[src/hdl/tape_pkg.sv]
// Tape store types, host download index decode and the loader patch bytes
// The patch is the ZX81/ZX80 wait loop that replaces the ROM LOAD routine
`default_nettype none

package tape_pkg;

	// ==============================
	// Store geometry
	// ==============================

	typedef logic [13:0] tape_addr_t;   // Offset into the tape image
	typedef logic [7:0]  ioctl_index_t; // Host file slot and flags

	localparam int TAPE_DEPTH = 16384;  // Bytes held by the store

	// Download index fields
	localparam int IDX_SLOT_MSB = 4; // Slot number in bits 4..0, zero is the ROM
	localparam int IDX_AUX_BIT  = 5; // Set for CHR and colour uploads
	localparam int IDX_TYPE_BIT = 6; // .p image when set
	localparam int IDX_ROM_BIT  = 7; // Set for non-tape images

	localparam logic TAPE_TYPE_O = 1'b0;
	localparam logic TAPE_TYPE_P = 1'b1;

	// ==============================
	// Patch routine
	// ==============================
	// xor a / loop: nop or scf / jr nc,loop / jp 0x0207 or 0x0203

	localparam int PATCH_LEN = 7;

	localparam logic [7:0] PATCH_XOR_A   = 8'hAF;
	localparam logic [7:0] OP_NOP        = 8'h00; // Keeps the loop spinning
	localparam logic [7:0] OP_SCF        = 8'h37; // Carry set, loop falls through
	localparam logic [7:0] PATCH_JR_NC   = 8'h30;
	localparam logic [7:0] PATCH_JR_OFF  = 8'hFD; // Back to byte 1
	localparam logic [7:0] PATCH_JP      = 8'hC3;
	localparam logic [7:0] ZX81_JUMP_LO  = 8'h07;
	localparam logic [7:0] ZX80_JUMP_LO  = 8'h03;
	localparam logic [7:0] PATCH_JUMP_HI = 8'h02;

endpackage : tape_pkg

`default_nettype wire

[src/hdl/zx_bus_pkg.sv]
// CPU-side address and data types plus the ROM load routine addresses
// Trap addresses assume the stock ZX81 and ZX80 ROM images
`default_nettype none

package zx_bus_pkg;

	// ==============================
	// Bus types
	// ==============================

	typedef logic [15:0] cpu_addr_t; // Z80 address bus
	typedef logic [7:0]  byte_t;     // Z80 data bus

	// ==============================
	// ROM load routine
	// ==============================

	// ZX81 LOAD entry and the first address past the routine
	localparam cpu_addr_t ZX81_TRAP_ADDR = 16'h0347;
	localparam cpu_addr_t ZX81_LOAD_END  = 16'h03C3;

	// ZX80 equivalents
	localparam cpu_addr_t ZX80_TRAP_ADDR = 16'h0207;
	localparam cpu_addr_t ZX80_LOAD_END  = 16'h024D;

	// ==============================
	// Main RAM layout
	// ==============================

	localparam cpu_addr_t RAM_BASE = 16'h4000; // Start of main RAM

	// .p images omit the system variables below 0x4009
	localparam int P_FILE_SKIP = 9;

endpackage : zx_bus_pkg

`default_nettype wire

[src/hdl/tape_wr_if.sv]
// Byte writes and end-of-download commit from the upload decoder to the store
// Addresses and length keep the full host width, the store truncates them
`timescale 1ns/1ns
`default_nettype none

interface tape_wr_if
	import zx_bus_pkg::*;
();

	logic        wr;          // One-cycle byte write
	logic [24:0] waddr;
	byte_t       wdata;

	logic        commit;      // One-cycle pulse at the end of a download
	logic [24:0] commit_len;  // Bytes received
	logic        commit_type; // .o or .p

	modport producer (
		output wr,
		output waddr,
		output wdata,
		output commit,
		output commit_len,
		output commit_type
	);

	modport store (
		input wr,
		input waddr,
		input wdata,
		input commit,
		input commit_len,
		input commit_type
	);

endinterface : tape_wr_if

`default_nettype wire

[src/hdl/tape_upload.sv]
// Picks tape images out of the host download stream
// Assumes ioctl_addr holds the byte count once ioctl_download drops
`timescale 1ns/1ns
`default_nettype none

module tape_upload
	import zx_bus_pkg::*, tape_pkg::*;
(
	input wire               clk_sys,
	input wire               reset,
	input wire               ioctl_download,
	input wire ioctl_index_t ioctl_index,
	input wire               ioctl_wr,
	input wire [24:0]        ioctl_addr,
	input wire byte_t        ioctl_dout,
	tape_wr_if.producer      wr_bus
);

	logic is_tape;
	logic download_q;

	// Tape slots are nonzero with the ROM and aux flags clear
	assign is_tape = (ioctl_index[IDX_SLOT_MSB:0] != '0)
		&& !ioctl_index[IDX_ROM_BIT]
		&& !ioctl_index[IDX_AUX_BIT];

	// ==============================
	// Byte path
	// ==============================

	assign wr_bus.wr    = ioctl_wr && is_tape; // Store writes on the sampling edge
	assign wr_bus.waddr = ioctl_addr;
	assign wr_bus.wdata = ioctl_dout;

	// ==============================
	// End of download
	// ==============================

	always_ff @(posedge clk_sys) begin
		if (reset) begin
			download_q    <= 1'b0;
			wr_bus.commit <= 1'b0;
		end else begin
			download_q    <= ioctl_download;
			wr_bus.commit <= download_q && !ioctl_download && is_tape; // Falling edge
		end
	end

	// Length and type ride along with the commit pulse
	always_ff @(posedge clk_sys) begin
		wr_bus.commit_len  <= ioctl_addr;
		wr_bus.commit_type <= ioctl_index[IDX_TYPE_BIT];
	end

endmodule : tape_upload

`default_nettype wire

[src/flat_wrapper.sv]
// flat-port wrapper written by rule: the top's interface ports become plain ports
module tape_upload_flat import zx_bus_pkg::*, tape_pkg::*;
  (clk_sys, reset, ioctl_download, ioctl_index, ioctl_wr, ioctl_addr, ioctl_dout, wr_bus_wr, wr_bus_waddr, wr_bus_wdata, wr_bus_commit, wr_bus_commit_len, wr_bus_commit_type);
  tape_wr_if wr_bus_i ();
  input wire clk_sys;
  input wire reset;
  input wire ioctl_download;
  input wire ioctl_index_t ioctl_index;
  input wire ioctl_wr;
  input wire [24:0] ioctl_addr;
  input wire byte_t ioctl_dout;
  output wire logic [$bits(wr_bus_i.wr)-1:0] wr_bus_wr;
  output wire logic [$bits(wr_bus_i.waddr)-1:0] wr_bus_waddr;
  output wire logic [$bits(wr_bus_i.wdata)-1:0] wr_bus_wdata;
  output wire logic [$bits(wr_bus_i.commit)-1:0] wr_bus_commit;
  output wire logic [$bits(wr_bus_i.commit_len)-1:0] wr_bus_commit_len;
  output wire logic [$bits(wr_bus_i.commit_type)-1:0] wr_bus_commit_type;
  assign wr_bus_wr = wr_bus_i.wr;
  assign wr_bus_waddr = wr_bus_i.waddr;
  assign wr_bus_wdata = wr_bus_i.wdata;
  assign wr_bus_commit = wr_bus_i.commit;
  assign wr_bus_commit_len = wr_bus_i.commit_len;
  assign wr_bus_commit_type = wr_bus_i.commit_type;
  tape_upload u_core (.clk_sys(clk_sys), .reset(reset), .ioctl_download(ioctl_download), .ioctl_index(ioctl_index), .ioctl_wr(ioctl_wr), .ioctl_addr(ioctl_addr), .ioctl_dout(ioctl_dout), .wr_bus(wr_bus_i));
endmodule
[config.mk]
export PLATFORM = sky130hd
export DESIGN_NAME = tape_upload_flat
export DESIGN_NICKNAME = d
export VERILOG_FILES = /design/src/hdl/tape_pkg.sv /design/src/hdl/zx_bus_pkg.sv /design/src/hdl/tape_wr_if.sv /design/src/hdl/tape_upload.sv /design/src/flat_wrapper.sv
export SDC_FILE = /design/constraint.sdc
export NUM_CORES = 1
export LEC_CHECK = 0
export BUFFER_PORTS_ARGS = -buffer_cell sky130_fd_sc_hd__buf_2
export CORE_MARGIN = 2
export CORE_UTILIZATION = 33
export DETAILED_ROUTE_END_ITERATION = 6
export PLACE_DENSITY = 0.78
export SETUP_SLACK_MARGIN = 0.4
export SYNTH_ARGS = -nofsm -noshare
export SYNTH_HDL_FRONTEND = slang
export SYNTH_SLANG_ARGS = --single-unit
[constraint.sdc]
create_clock -name clk_sys -period 1.3 [get_ports clk_sys]
set_input_delay 0 -clock clk_sys [delete_from_list [all_inputs] [get_ports clk_sys]]
set_output_delay 0 -clock clk_sys [all_outputs]
set_load 0.05 [all_outputs]
==> flow_metrics.env <==
export IMPL_path_max_fanout=2
export IMPL_synth_cell_type_count=8
export IMPL_drive_gt1_frac=0.6076
export IMPL_setup_tns_final_ns=0
export IMPL_grt_pass1_vias=817
export IMPL_initial_core_util=0.3456
export IMPL_arrival_ns=0.98
export IMPL_core_area_mm2=0.002455
export IMPL_seq_area_frac_synth=0.6608
export IMPL_worstRegToRegCells=2
export IMPL_cts_tree="built"
export IMPL_ys_ff_latch=28
export IMPL_clk_latency_ns=0.31
export IMPL_grt_setup_unrepaired="yes"
export IMPL_min_period_ns=0.9753
export IMPL_finalWirelength_mm=2.768
export IMPL_r2r_start="u_core.download_q"
export IMPL_die_h_um=54.70
export IMPL_dr_pass1_iters=4
export IMPL_clk_path_buf_depth=2
export IMPL_grt_overflow=0
export IMPL_io_pins=106
export IMPL_tightest_slew_ns=0.2618
export IMPL_ant_nets=0
export IMPL_yosysWarningCount=0
export IMPL_htreeDepth=1
export IMPL_grt_first_pass_wirelength_mm=3.436
export IMPL_period_share=0.7503
export IMPL_setup_viol=0
export IMPL_dp_hpwl_mm=1.607
export IMPL_gp_congestion=0.7121
export IMPL_worstHoldStart="ioctl_dout[4]"
export IMPL_max_slew_margin=0.8267
export IMPL_crit_path_start_kind="input port"
export IMPL_total_power_mw=1.847
export IMPL_place_area_mm2=0.001099
export IMPL_synth_area_um2=848.3
export IMPL_dieArea_mm2=0.002992
export IMPL_r2r_setup_slack_ns=0.68
export IMPL_worst_setup_path_end_kind="output port"
export IMPL_r2r_end="u_core.wr_bus.commit"
export IMPL_cts_sinks=28
export IMPL_area_delta_synth_final_pct=86.14
export IMPL_hold_depth=0
export IMPL_std_cell_rows=18
export IMPL_path_class="input port to output port"
export IMPL_grt_start_max_net_pins=15
export IMPL_syn_avg_cell_area_um2=12.48
export IMPL_syn_nets=113
export IMPL_p_leak_nw=0.7932
export IMPL_grt_use_total=0.1659
export IMPL_wl_per_cell_um=14.72
export IMPL_die_w_um=54.70
export IMPL_drcViolationCount=0
export IMPL_first_iter_violations=3
export IMPL_holdPathEnd="wr_bus_wdata[4]"
export IMPL_io_buffers=89
export IMPL_stdcell_area_mm2=0.001579
export IMPL_antenna_found_initial=0
export IMPL_synth_cells=68
export IMPL_vias=771
export IMPL_power_per_cell_area_mw_per_mm2=1170
export IMPL_cap_viol_max_count=0
export IMPL_diodes=0
export IMPL_vdd_ir_drop_max_mv=1.001
export IMPL_nets=205
export IMPL_report_final_slew_viol_count=0
export IMPL_critPathRequiredTime_ns=1.30
export IMPL_viasPerCell=4.101
export IMPL_crit_path_start="ioctl_index[3]"
export IMPL_min_path_type="input port to output port"
export IMPL_timing_fmax_ghz=1.025
export IMPL_cts_buffers_inserted=3
export IMPL_skew_ns=0.0008994
export IMPL_cts_root_buf="clkbuf_4"
export IMPL_status="finished clean"
export IMPL_finalHoldViolCount=0
-- per-layer routing --
metal | routed length (um) | vias to the layer above | track usage | share of wire
met4 | 80 | 0 | 0.1000 | 0.029
met5 | 0 | - | 0 | 0
met3 | 393 | 8 | 0.07923 | 0.14
met2 | 1434 | 63 | 0.2937 | 0.52
met1 | 859 | 340 | 0.1510 | 0.31
li1 | - | 360 | - | -
-- state kept, by name, summed over array words and instances, names as in the netlist --
name,cells
u_core.wr_bus.commit,1
u_core.wr_bus.commit_type,1
u_core.wr_bus.commit_len,25
u_core.download_q,1
-- worst max-delay path, cell delays in order --
cell and delay [ns]:
buf_6 0.09, or4_4 0.54, nor2_4 0.14, nor4b_4 0.06, buf_6 0.15
-- cell families (layout without fill, tap and decap cells) --
family,after synthesis,count (layout),synth area share
DFF,28,28,0.6608
buffers and inverters,33,123,0.2920
and+or+nand+nor,7,7,0.04721
-- layout by cell type, fill, tap and decap left out --
cell,instances
buf_2,41
dlygate4sd3_1,30
dfxtp_1,28
buf_4,27
clkbuf_4,20
buf_6,5
or4_4,1
nor2_4,1
nor4b_4,1
nor2_1,1
nand2_1,1
nor4_1,1
nor2b_1,1
-- power breakdown --
part | switching, mW | internal, mW | total, mW | leakage [nW]
combinational | 0.384 | 0.206 | 0.590 | 0.544
sequential | 0.0142 | 0.903 | 0.917 | 0.236
clock | 0.231 | 0.108 | 0.340 | 0.0138
total | 0.630 | 1.22 | 1.85 | 0.793
-- metrics by stage --
stage               instances  hold WS, ns    util  setup WS (ns)
floorplan                  68      0.02772       -         0.4011
global placement          154    0.0005889  0.4475         0.2268
detailed placement        154    0.0005889  0.4475         0.1907
CTS                       188    0.0005889  0.6152         0.3124
global route              188    0.0001430  0.6432         0.3159
finish                    188   0.00001687  0.6432         0.3247
-- cells in the mapped netlist --
cell     number  share of area
dfxtp_1      28           0.66
nor4_1        1         0.0074
or4_1         1         0.0089
nor2_1        2         0.0089
nor2b_1       1         0.0074
nand2_1       1         0.0044
buf_4        33           0.29
nor4b_1       1          0.010
-- final cells by class --
type / instances / area, um2
timing repair buffer: 120 / 892.1
tap: 30 / 37.54
sequential: 28 / 560.5
clock buffer: 3 / 22.52
fill: 166 / 875.8
multi-input combinational: 7 / 66.31
-- worst max path at each step --
stage                            to  cells after the start  slack (ns)
2_1_floorplan  u_core.wr_bus.commit                      3        0.40
3_3_place_gp              wr_bus_wr                      5        0.23
3_5_place_dp              wr_bus_wr                      5        0.19
4_1_cts                   wr_bus_wr                      5        0.31
5_1_grt                   wr_bus_wr                      5        0.32
6_report                  wr_bus_wr                      5        0.32
-- what timing repair did --
action,4_1_cts,5_1_grt
resized for setup,29,30
pin swaps,3,3
buffers inserted,1,0
hold endpoints to repair,28,0
hold buffers,30,0
endpoints found under the setup margin,24,25
Power figures use the tool's default switching activity.
