## src/hdl/tape_pkg.sv

```systemverilog
// Tape store types, host download index decode and the loader patch bytes
// The patch is the ZX81/ZX80 wait loop that replaces the ROM LOAD routine
`default_nettype none

package tape_pkg;

	// ==============================
	// Store geometry
	// ==============================

	typedef logic [13:0] tape_addr_t;   // Offset into the tape image
	typedef logic [7:0]  ioctl_index_t; // Host file slot and flags

	localparam int TAPE_DEPTH = 16384;  // Bytes held by the store

	// Download index fields
	localparam int IDX_SLOT_MSB = 4; // Slot number in bits 4..0, zero is the ROM
	localparam int IDX_AUX_BIT  = 5; // Set for CHR and colour uploads
	localparam int IDX_TYPE_BIT = 6; // .p image when set
	localparam int IDX_ROM_BIT  = 7; // Set for non-tape images

	localparam logic TAPE_TYPE_O = 1'b0;
	localparam logic TAPE_TYPE_P = 1'b1;

	// ==============================
	// Patch routine
	// ==============================
	// xor a / loop: nop or scf / jr nc,loop / jp 0x0207 or 0x0203

	localparam int PATCH_LEN = 7;

	localparam logic [7:0] PATCH_XOR_A   = 8'hAF;
	localparam logic [7:0] OP_NOP        = 8'h00; // Keeps the loop spinning
	localparam logic [7:0] OP_SCF        = 8'h37; // Carry set, loop falls through
	localparam logic [7:0] PATCH_JR_NC   = 8'h30;
	localparam logic [7:0] PATCH_JR_OFF  = 8'hFD; // Back to byte 1
	localparam logic [7:0] PATCH_JP      = 8'hC3;
	localparam logic [7:0] ZX81_JUMP_LO  = 8'h07;
	localparam logic [7:0] ZX80_JUMP_LO  = 8'h03;
	localparam logic [7:0] PATCH_JUMP_HI = 8'h02;

endpackage : tape_pkg

`default_nettype wire

```

## src/hdl/zx_bus_pkg.sv

```systemverilog
// CPU-side address and data types plus the ROM load routine addresses
// Trap addresses assume the stock ZX81 and ZX80 ROM images
`default_nettype none

package zx_bus_pkg;

	// ==============================
	// Bus types
	// ==============================

	typedef logic [15:0] cpu_addr_t; // Z80 address bus
	typedef logic [7:0]  byte_t;     // Z80 data bus

	// ==============================
	// ROM load routine
	// ==============================

	// ZX81 LOAD entry and the first address past the routine
	localparam cpu_addr_t ZX81_TRAP_ADDR = 16'h0347;
	localparam cpu_addr_t ZX81_LOAD_END  = 16'h03C3;

	// ZX80 equivalents
	localparam cpu_addr_t ZX80_TRAP_ADDR = 16'h0207;
	localparam cpu_addr_t ZX80_LOAD_END  = 16'h024D;

	// ==============================
	// Main RAM layout
	// ==============================

	localparam cpu_addr_t RAM_BASE = 16'h4000; // Start of main RAM

	// .p images omit the system variables below 0x4009
	localparam int P_FILE_SKIP = 9;

endpackage : zx_bus_pkg

`default_nettype wire

```

## src/hdl/tape_rd_if.sv

```systemverilog
// Read port and image description from the tape store to the loader
// rdata follows raddr by one clock
`timescale 1ns/1ns
`default_nettype none

interface tape_rd_if
	import zx_bus_pkg::*;
#(
	parameter int AW = 14
) ();

	logic [AW-1:0] raddr;
	byte_t         rdata;
	logic [AW:0]   len;   // One extra bit so a full store fits
	logic          ftype;
	logic          ready; // Image present

	modport loader (
		output raddr,
		input  rdata,
		input  len,
		input  ftype,
		input  ready
	);

	modport store (
		input  raddr,
		output rdata,
		output len,
		output ftype,
		output ready
	);

endinterface : tape_rd_if

`default_nettype wire

```

## src/hdl/tape_loader.sv

```systemverilog
// Traps the ROM LOAD entry, overlays the wait loop and streams the image to RAM
// Needs cpu_ce pulses at least two clocks apart so the read data keeps up
`timescale 1ns/1ns
`default_nettype none

module tape_loader
	import zx_bus_pkg::*, tape_pkg::*;
#(
	parameter int TAPE_AW = $bits(tape_addr_t)
) (
	input wire            clk_sys,
	input wire            reset,
	tape_rd_if.loader     rd_bus,
	input wire cpu_addr_t cpu_addr,
	input wire            cpu_m1,
	input wire            cpu_ce,
	input wire            model_zx81,
	output logic          patch_valid,
	output byte_t         patch_data,
	output logic          ram_we,
	output cpu_addr_t     ram_addr,
	output byte_t         ram_data
);

	typedef enum logic [1:0] {
		IDLE,
		STREAM,  // Loop byte is NOP
		DRAINED  // Loop byte is SCF
	} load_state_t;

	load_state_t      state;
	logic [TAPE_AW:0] offset; // Next image byte to write
	logic             m1_q;
	logic             m1_rise;
	logic             at_trap;
	logic             outside;
	logic             take;
	cpu_addr_t        trap_addr;
	cpu_addr_t        load_end;
	cpu_addr_t        wr_base;
	logic [2:0]       patch_idx;

	// ==============================
	// Model and fetch decode
	// ==============================

	assign trap_addr = model_zx81 ? ZX81_TRAP_ADDR : ZX80_TRAP_ADDR;
	assign load_end  = model_zx81 ? ZX81_LOAD_END : ZX80_LOAD_END;

	assign m1_rise = cpu_m1 && !m1_q;
	assign at_trap = (cpu_addr == trap_addr);
	assign outside = (cpu_addr < trap_addr) || (cpu_addr >= load_end); // Left the ROM routine

	// .p images start past the system variables
	assign wr_base = (rd_bus.ftype == TAPE_TYPE_P) ? RAM_BASE + cpu_addr_t'(P_FILE_SKIP)
		: RAM_BASE;

	assign take = (state == STREAM) && cpu_ce && (offset < rd_bus.len);

	assign rd_bus.raddr = offset[TAPE_AW-1:0];

	// ==============================
	// Load sequencing
	// ==============================

	always_ff @(posedge clk_sys) begin
		if (reset) begin
			state  <= IDLE;
			offset <= '0;
			m1_q   <= 1'b0;
			ram_we <= 1'b0;
		end else begin
			m1_q   <= cpu_m1;
			ram_we <= 1'b0;
			if (m1_rise && at_trap && rd_bus.ready) begin
				state  <= STREAM; // Restart from the first byte
				offset <= '0;
			end else if (m1_rise && outside) begin
				state <= IDLE;
			end else if (take) begin
				ram_we <= 1'b1;
				offset <= offset + 1'b1;
				if (offset + 1'b1 == rd_bus.len) begin
					state <= DRAINED;
				end
			end else if (state == IDLE) begin
				offset <= '0; // Primes the read of byte 0
			end
		end
	end

	// Write payload
	always_ff @(posedge clk_sys) begin
		if (take) begin
			ram_addr <= wr_base + cpu_addr_t'(offset);
			ram_data <= rd_bus.rdata;
		end
	end

	// ==============================
	// Patch overlay
	// ==============================

	assign patch_idx   = 3'(cpu_addr - trap_addr);
	assign patch_valid = (state != IDLE)
		&& (cpu_addr >= trap_addr)
		&& (cpu_addr < trap_addr + cpu_addr_t'(PATCH_LEN));

	always_comb begin
		case (patch_idx)
			3'd0: patch_data = PATCH_XOR_A;
			3'd1: patch_data = (state == DRAINED) ? OP_SCF : OP_NOP; // Releases the loop
			3'd2: patch_data = PATCH_JR_NC;
			3'd3: patch_data = PATCH_JR_OFF;
			3'd4: patch_data = PATCH_JP;
			3'd5: patch_data = model_zx81 ? ZX81_JUMP_LO : ZX80_JUMP_LO;
			3'd6: patch_data = PATCH_JUMP_HI;
			default: patch_data = 8'hFF; // Outside the routine
		endcase
	end

	// RAM writes only come out of an active load
	ram_we_while_loading: assert property (
		@(posedge clk_sys) disable iff (reset)
		ram_we |-> (state != IDLE)
	) else $error("RAM write outside a tape load");

	// Never clobber ROM space
	ram_we_above_base: assert property (
		@(posedge clk_sys) disable iff (reset)
		ram_we |-> (ram_addr >= RAM_BASE)
	) else $error("tape write below main RAM");

endmodule : tape_loader

`default_nettype wire

```

## src/flat_wrapper.sv

```systemverilog
// flat-port wrapper written by rule: the top's interface ports become plain ports
module tape_loader_flat import zx_bus_pkg::*, tape_pkg::*;
#(
	parameter int TAPE_AW = $bits(tape_addr_t)
)
  (clk_sys, reset, cpu_addr, cpu_m1, cpu_ce, model_zx81, patch_valid, patch_data, ram_we, ram_addr, ram_data, rd_bus_raddr, rd_bus_rdata, rd_bus_len, rd_bus_ftype, rd_bus_ready);
  tape_rd_if rd_bus_i ();
  input wire clk_sys;
  input wire reset;
  input wire cpu_addr_t cpu_addr;
  input wire cpu_m1;
  input wire cpu_ce;
  input wire model_zx81;
  output logic patch_valid;
  output byte_t patch_data;
  output logic ram_we;
  output cpu_addr_t ram_addr;
  output byte_t ram_data;
  output wire logic [$bits(rd_bus_i.raddr)-1:0] rd_bus_raddr;
  input wire logic [$bits(rd_bus_i.rdata)-1:0] rd_bus_rdata;
  input wire logic [$bits(rd_bus_i.len)-1:0] rd_bus_len;
  input wire logic [$bits(rd_bus_i.ftype)-1:0] rd_bus_ftype;
  input wire logic [$bits(rd_bus_i.ready)-1:0] rd_bus_ready;
  assign rd_bus_raddr = rd_bus_i.raddr;
  assign rd_bus_i.rdata = rd_bus_rdata;
  assign rd_bus_i.len = rd_bus_len;
  assign rd_bus_i.ftype = rd_bus_ftype;
  assign rd_bus_i.ready = rd_bus_ready;
  tape_loader #(.TAPE_AW(TAPE_AW)) u_core (.clk_sys(clk_sys), .reset(reset), .rd_bus(rd_bus_i), .cpu_addr(cpu_addr), .cpu_m1(cpu_m1), .cpu_ce(cpu_ce), .model_zx81(model_zx81), .patch_valid(patch_valid), .patch_data(patch_data), .ram_we(ram_we), .ram_addr(ram_addr), .ram_data(ram_data));
endmodule
```

## config.mk

```make
export PLATFORM = sky130hd
export DESIGN_NAME = tape_loader_flat
export DESIGN_NICKNAME = d
export VERILOG_FILES = /design/src/hdl/tape_pkg.sv /design/src/hdl/zx_bus_pkg.sv /design/src/hdl/tape_rd_if.sv /design/src/hdl/tape_loader.sv /design/src/flat_wrapper.sv
export SDC_FILE = /design/constraint.sdc
export NUM_CORES = 1
export LEC_CHECK = 0
export BUFFER_PORTS_ARGS = -buffer_cell sky130_fd_sc_hd__buf_2
export CAP_MARGIN = 20
export CORE_UTILIZATION = 53
export DETAILED_ROUTE_END_ITERATION = 10
export HOLD_SLACK_MARGIN = 0.08
export PLACE_DENSITY_LB_ADDON = 0.2
export SYNTH_ARGS = -nofsm -noshare
export SYNTH_HDL_FRONTEND = slang
export SYNTH_SLANG_ARGS = --single-unit
```

## constraint.sdc

```tcl
create_clock -name clk_sys -period 2.9 [get_ports clk_sys]
set_input_delay 0.435 -clock clk_sys [delete_from_list [all_inputs] [get_ports clk_sys]]
set_output_delay 0.435 -clock clk_sys [all_outputs]
set_load 0.02 [all_outputs]
```

==> out/qor.yml <==
grt:
  grt_antenna_before_repair: 0
  grt_first_pass_wirelength_um: 12600
  grt_pass1_vias: 2729
  grt_usage_pct: 25.3
  grt-ovfl-total: 0
  grt_start_max_net_pins: 25
cells_and_area:
  fin_cells: 529
  antenna_cells: 0
  layout-drive-gt1-share_pct: 31.5
  nets: 526
  multi_input_area_um2: 1870
  regArea_um2: 1100
  area_growth_pct: 21.2
  nFillCells: 491
power:
  p_int_w: 0.000969
  p_sw_share_pct: 23.9
  p_per_area_nw_per_um2: 325
  p_switching_w: 0.000304
  clockPowerShare_pct: 36.9
  leakage_nw: 1.79
  vdd_drop_max_mv: 0.228
  seq_power_share_pct: 50.2
  comb_power_share_pct: 12.9
critical_path:
  cp.required_ns: 3.09
  startpoint_type: "primary input"
  end_kind: "register"
  worst_ep_arrival_time_ns: 2.86
  path_class: "in -> reg"
  critical_path.max_fanout: 13
logic_synthesis:
  synth_area_per_cell_um2: 9.00
  yosys-top-cells-area: "edfxtp_1 22%, dfxtp_1 12%, ha_1 10%, xnor2_1 5.4%, buf_4 3.5%"
  synthMostInstantiatedCell: "ha_1"
  netlist_area_um2: 3240
  synth_top_cell_area_share_pct: 22.2
  synth_edf_count: 24
  synth_top_cell_by_area: "edfxtp_1"
  yosysWarnings: 0
  ys_async_sr_fraction_pct: 0
  syn_inst: 360
  synthTopCellsByCount: "27 x ha_1, 24 x edfxtp_1, 23 x inv_1, 23 x nand2_1, 22 x nor3_1"
  syn_nets: 433
  ys.flop_type: "edfxtp_1"
  seq_area_frac_synth_pct: 34.0
  ys_types: 60
  ys_ff_latch: 43
floorplan:
  start_util_pct: 54.7
  ios: 94
  num_rows: 28
  dieWidth_um: 80.2
  die_area_um2: 6430
  die_y_um: 80.2
  core_um2: 5920
route:
  vias: 3040
  routed_via_density: 5.75
  routedWlPerCell_um: 14.7
  wl_um: 7770
  drcViolationCount: 0
  firstDrtPassIters: 4
  ant_nets: 0
  drt_iter0_markers: 177
place:
  port_buffers: 93
  dp.cells: 521
  routabilityCongestion: 0.852
  dpl.hpwl_um: 6180
  preCtsSetupSlack_ns: -0.0636
sta:
  clock_skew_ns: 0.00545
  worst_slew_pin_slew_ns: 0.518
  rsz0062_at_grt: "no"
  drv_slew: 0
  hold_viol_final: 0
  fin_ws_ns: 0.239
  fmax_ghz: 0.376
  period_minus_slack_ns: 2.66
  setup_tns_ns: 0
  period_share_pct: 91.8
  finalSetupViolCount: 0
  max_slew_margin_pct: 65.4
clocking:
  clock_latency_ns: 0.30
  numCtsBuffers: 5
  clkSinkCount: 43
  clock_tree.root_cell: "clkbuf_8"
  cts.htree.levels: 2
  clockBufferDepth: 2
  clkTransAtPathRegs_ns: 0.09
  cts_tree: "done"
  cts.repair.resized: 0
  postCtsSetupBuffers: 0
  cts_hold_buf: 0
min_path:
  hold_path.class: "in -> reg"
flow_run:
  drv_cap: 0
run_status:
  outcome: "complete, no violations"
## placed cells by master (no fill, tap or decap), drive strengths merged, types with 3 or more instances in the layout
master / count
a211oi: 5
a21o: 5
a21oi: 11
a221o: 10
a31oi: 3
and3: 3
buf: 118
clkbuf: 5
dfxtp: 19
edfxtp: 24
ha: 27
inv: 23
nand2: 23
nand2b: 7
nand3: 10
nand3b: 3
nand4: 8
nor2: 19
nor2b: 4
nor3: 22
nor4: 6
o21a: 3
o21ai: 14
or2: 5
or3: 8
or4: 3
or4b: 3
xnor2: 20
xor2: 9
## cell type report
type | count | share of cell area (%)
inverter | 23 | 2.20
clock inverter | 3 | 1.12
timing repair buffer | 118 | 17.0
multi-input combinational | 262 | 47.5
tap | 75 | 2.39
clock buffer | 5 | 1.75
sequential | 43 | 28.1
## routing by layer
| layer | up-vias | GRT usage (%) | part of all wire, % | wire, um |
|---|---|---|---|---|
| met3 | 10 | 3.64 | 6.3 | 492 |
| met4 | 0 | 7.68 | 1.1 | 87 |
| met2 | 112 | 44.5 | 48 | 3760 |
| met1 | 1416 | 31.9 | 44 | 3430 |
| li1 | 1502 | - | - | - |
| met5 | - | 0 | 0 | 0 |
## stage by stage
stage,total power (W),area (um^2),util [%],hold WS [ns]
4_1_cts,0.00128,3930,66.3,0.304
2_1_floorplan,0.000747,3240,-,0.484
3_5_place_dp,0.000816,3810,64.4,0.522
5_1_grt,0.00132,3930,66.3,0.298
3_3_place_gp,0.000812,3810,64.4,0.509
6_report,0.00127,3930,66.3,0.306
## final timing paths
check,from,endpoint,slack [ns],depth (start not counted)
max,model_zx81,u_core.offset[6],0.24,9
min,rd_bus_rdata[0],u_core.ram_data[0],0.31,1
max reg2reg,u_core.offset[2],u_core.state[0],0.24,7
min reg2reg,u_core.state[0],u_core.state[0],0.54,2
## critical path, cell delays in order
cell	delay, ns
buf_2	0.09
inv_1	0.05
ha_1	0.25
or4b_1	0.44
or4_1	0.43
a221oi_2	0.23
nor2_1	0.10
o21a_1	0.38
a221o_2	0.46
## kinds of logic (layout without fill, tap and decap cells)
group,after synthesis,count (layout),share of synthesized area [%]
buffers and inverters,55,149,8.42
XOR/XNOR,29,29,7.84
flip-flops,43,43,34.0
AND/OR/NAND/NOR,132,132,22.0
multiplexers,1,1,0.309
adder cells (fa/ha/maj),27,27,10.4
AO/OA/AOI/OAI,73,73,17.0
## power by group through the flow
stage / Clock, W / Sequential (W) / Combinational (W)
2_1_floorplan: 0 / 0.000653 / 0.0000943
3_5_place_dp: 0 / 0.000653 / 0.000163
6_report: 0.000471 / 0.000639 / 0.000164
4_1_cts: 0.000475 / 0.000639 / 0.000164
3_3_place_gp: 0 / 0.000653 / 0.000159
5_1_grt: 0.000495 / 0.000639 / 0.000183
## registers in the layout, indices dropped and copies added (netlist names)
name and flops:
u_core.ram_we 1, u_core.m1_q 1, u_core.ram_addr 16, u_core.ram_data 8
u_core.offset 15, u_core.state 2
Note: power is estimated with default switching activity, not from simulation.
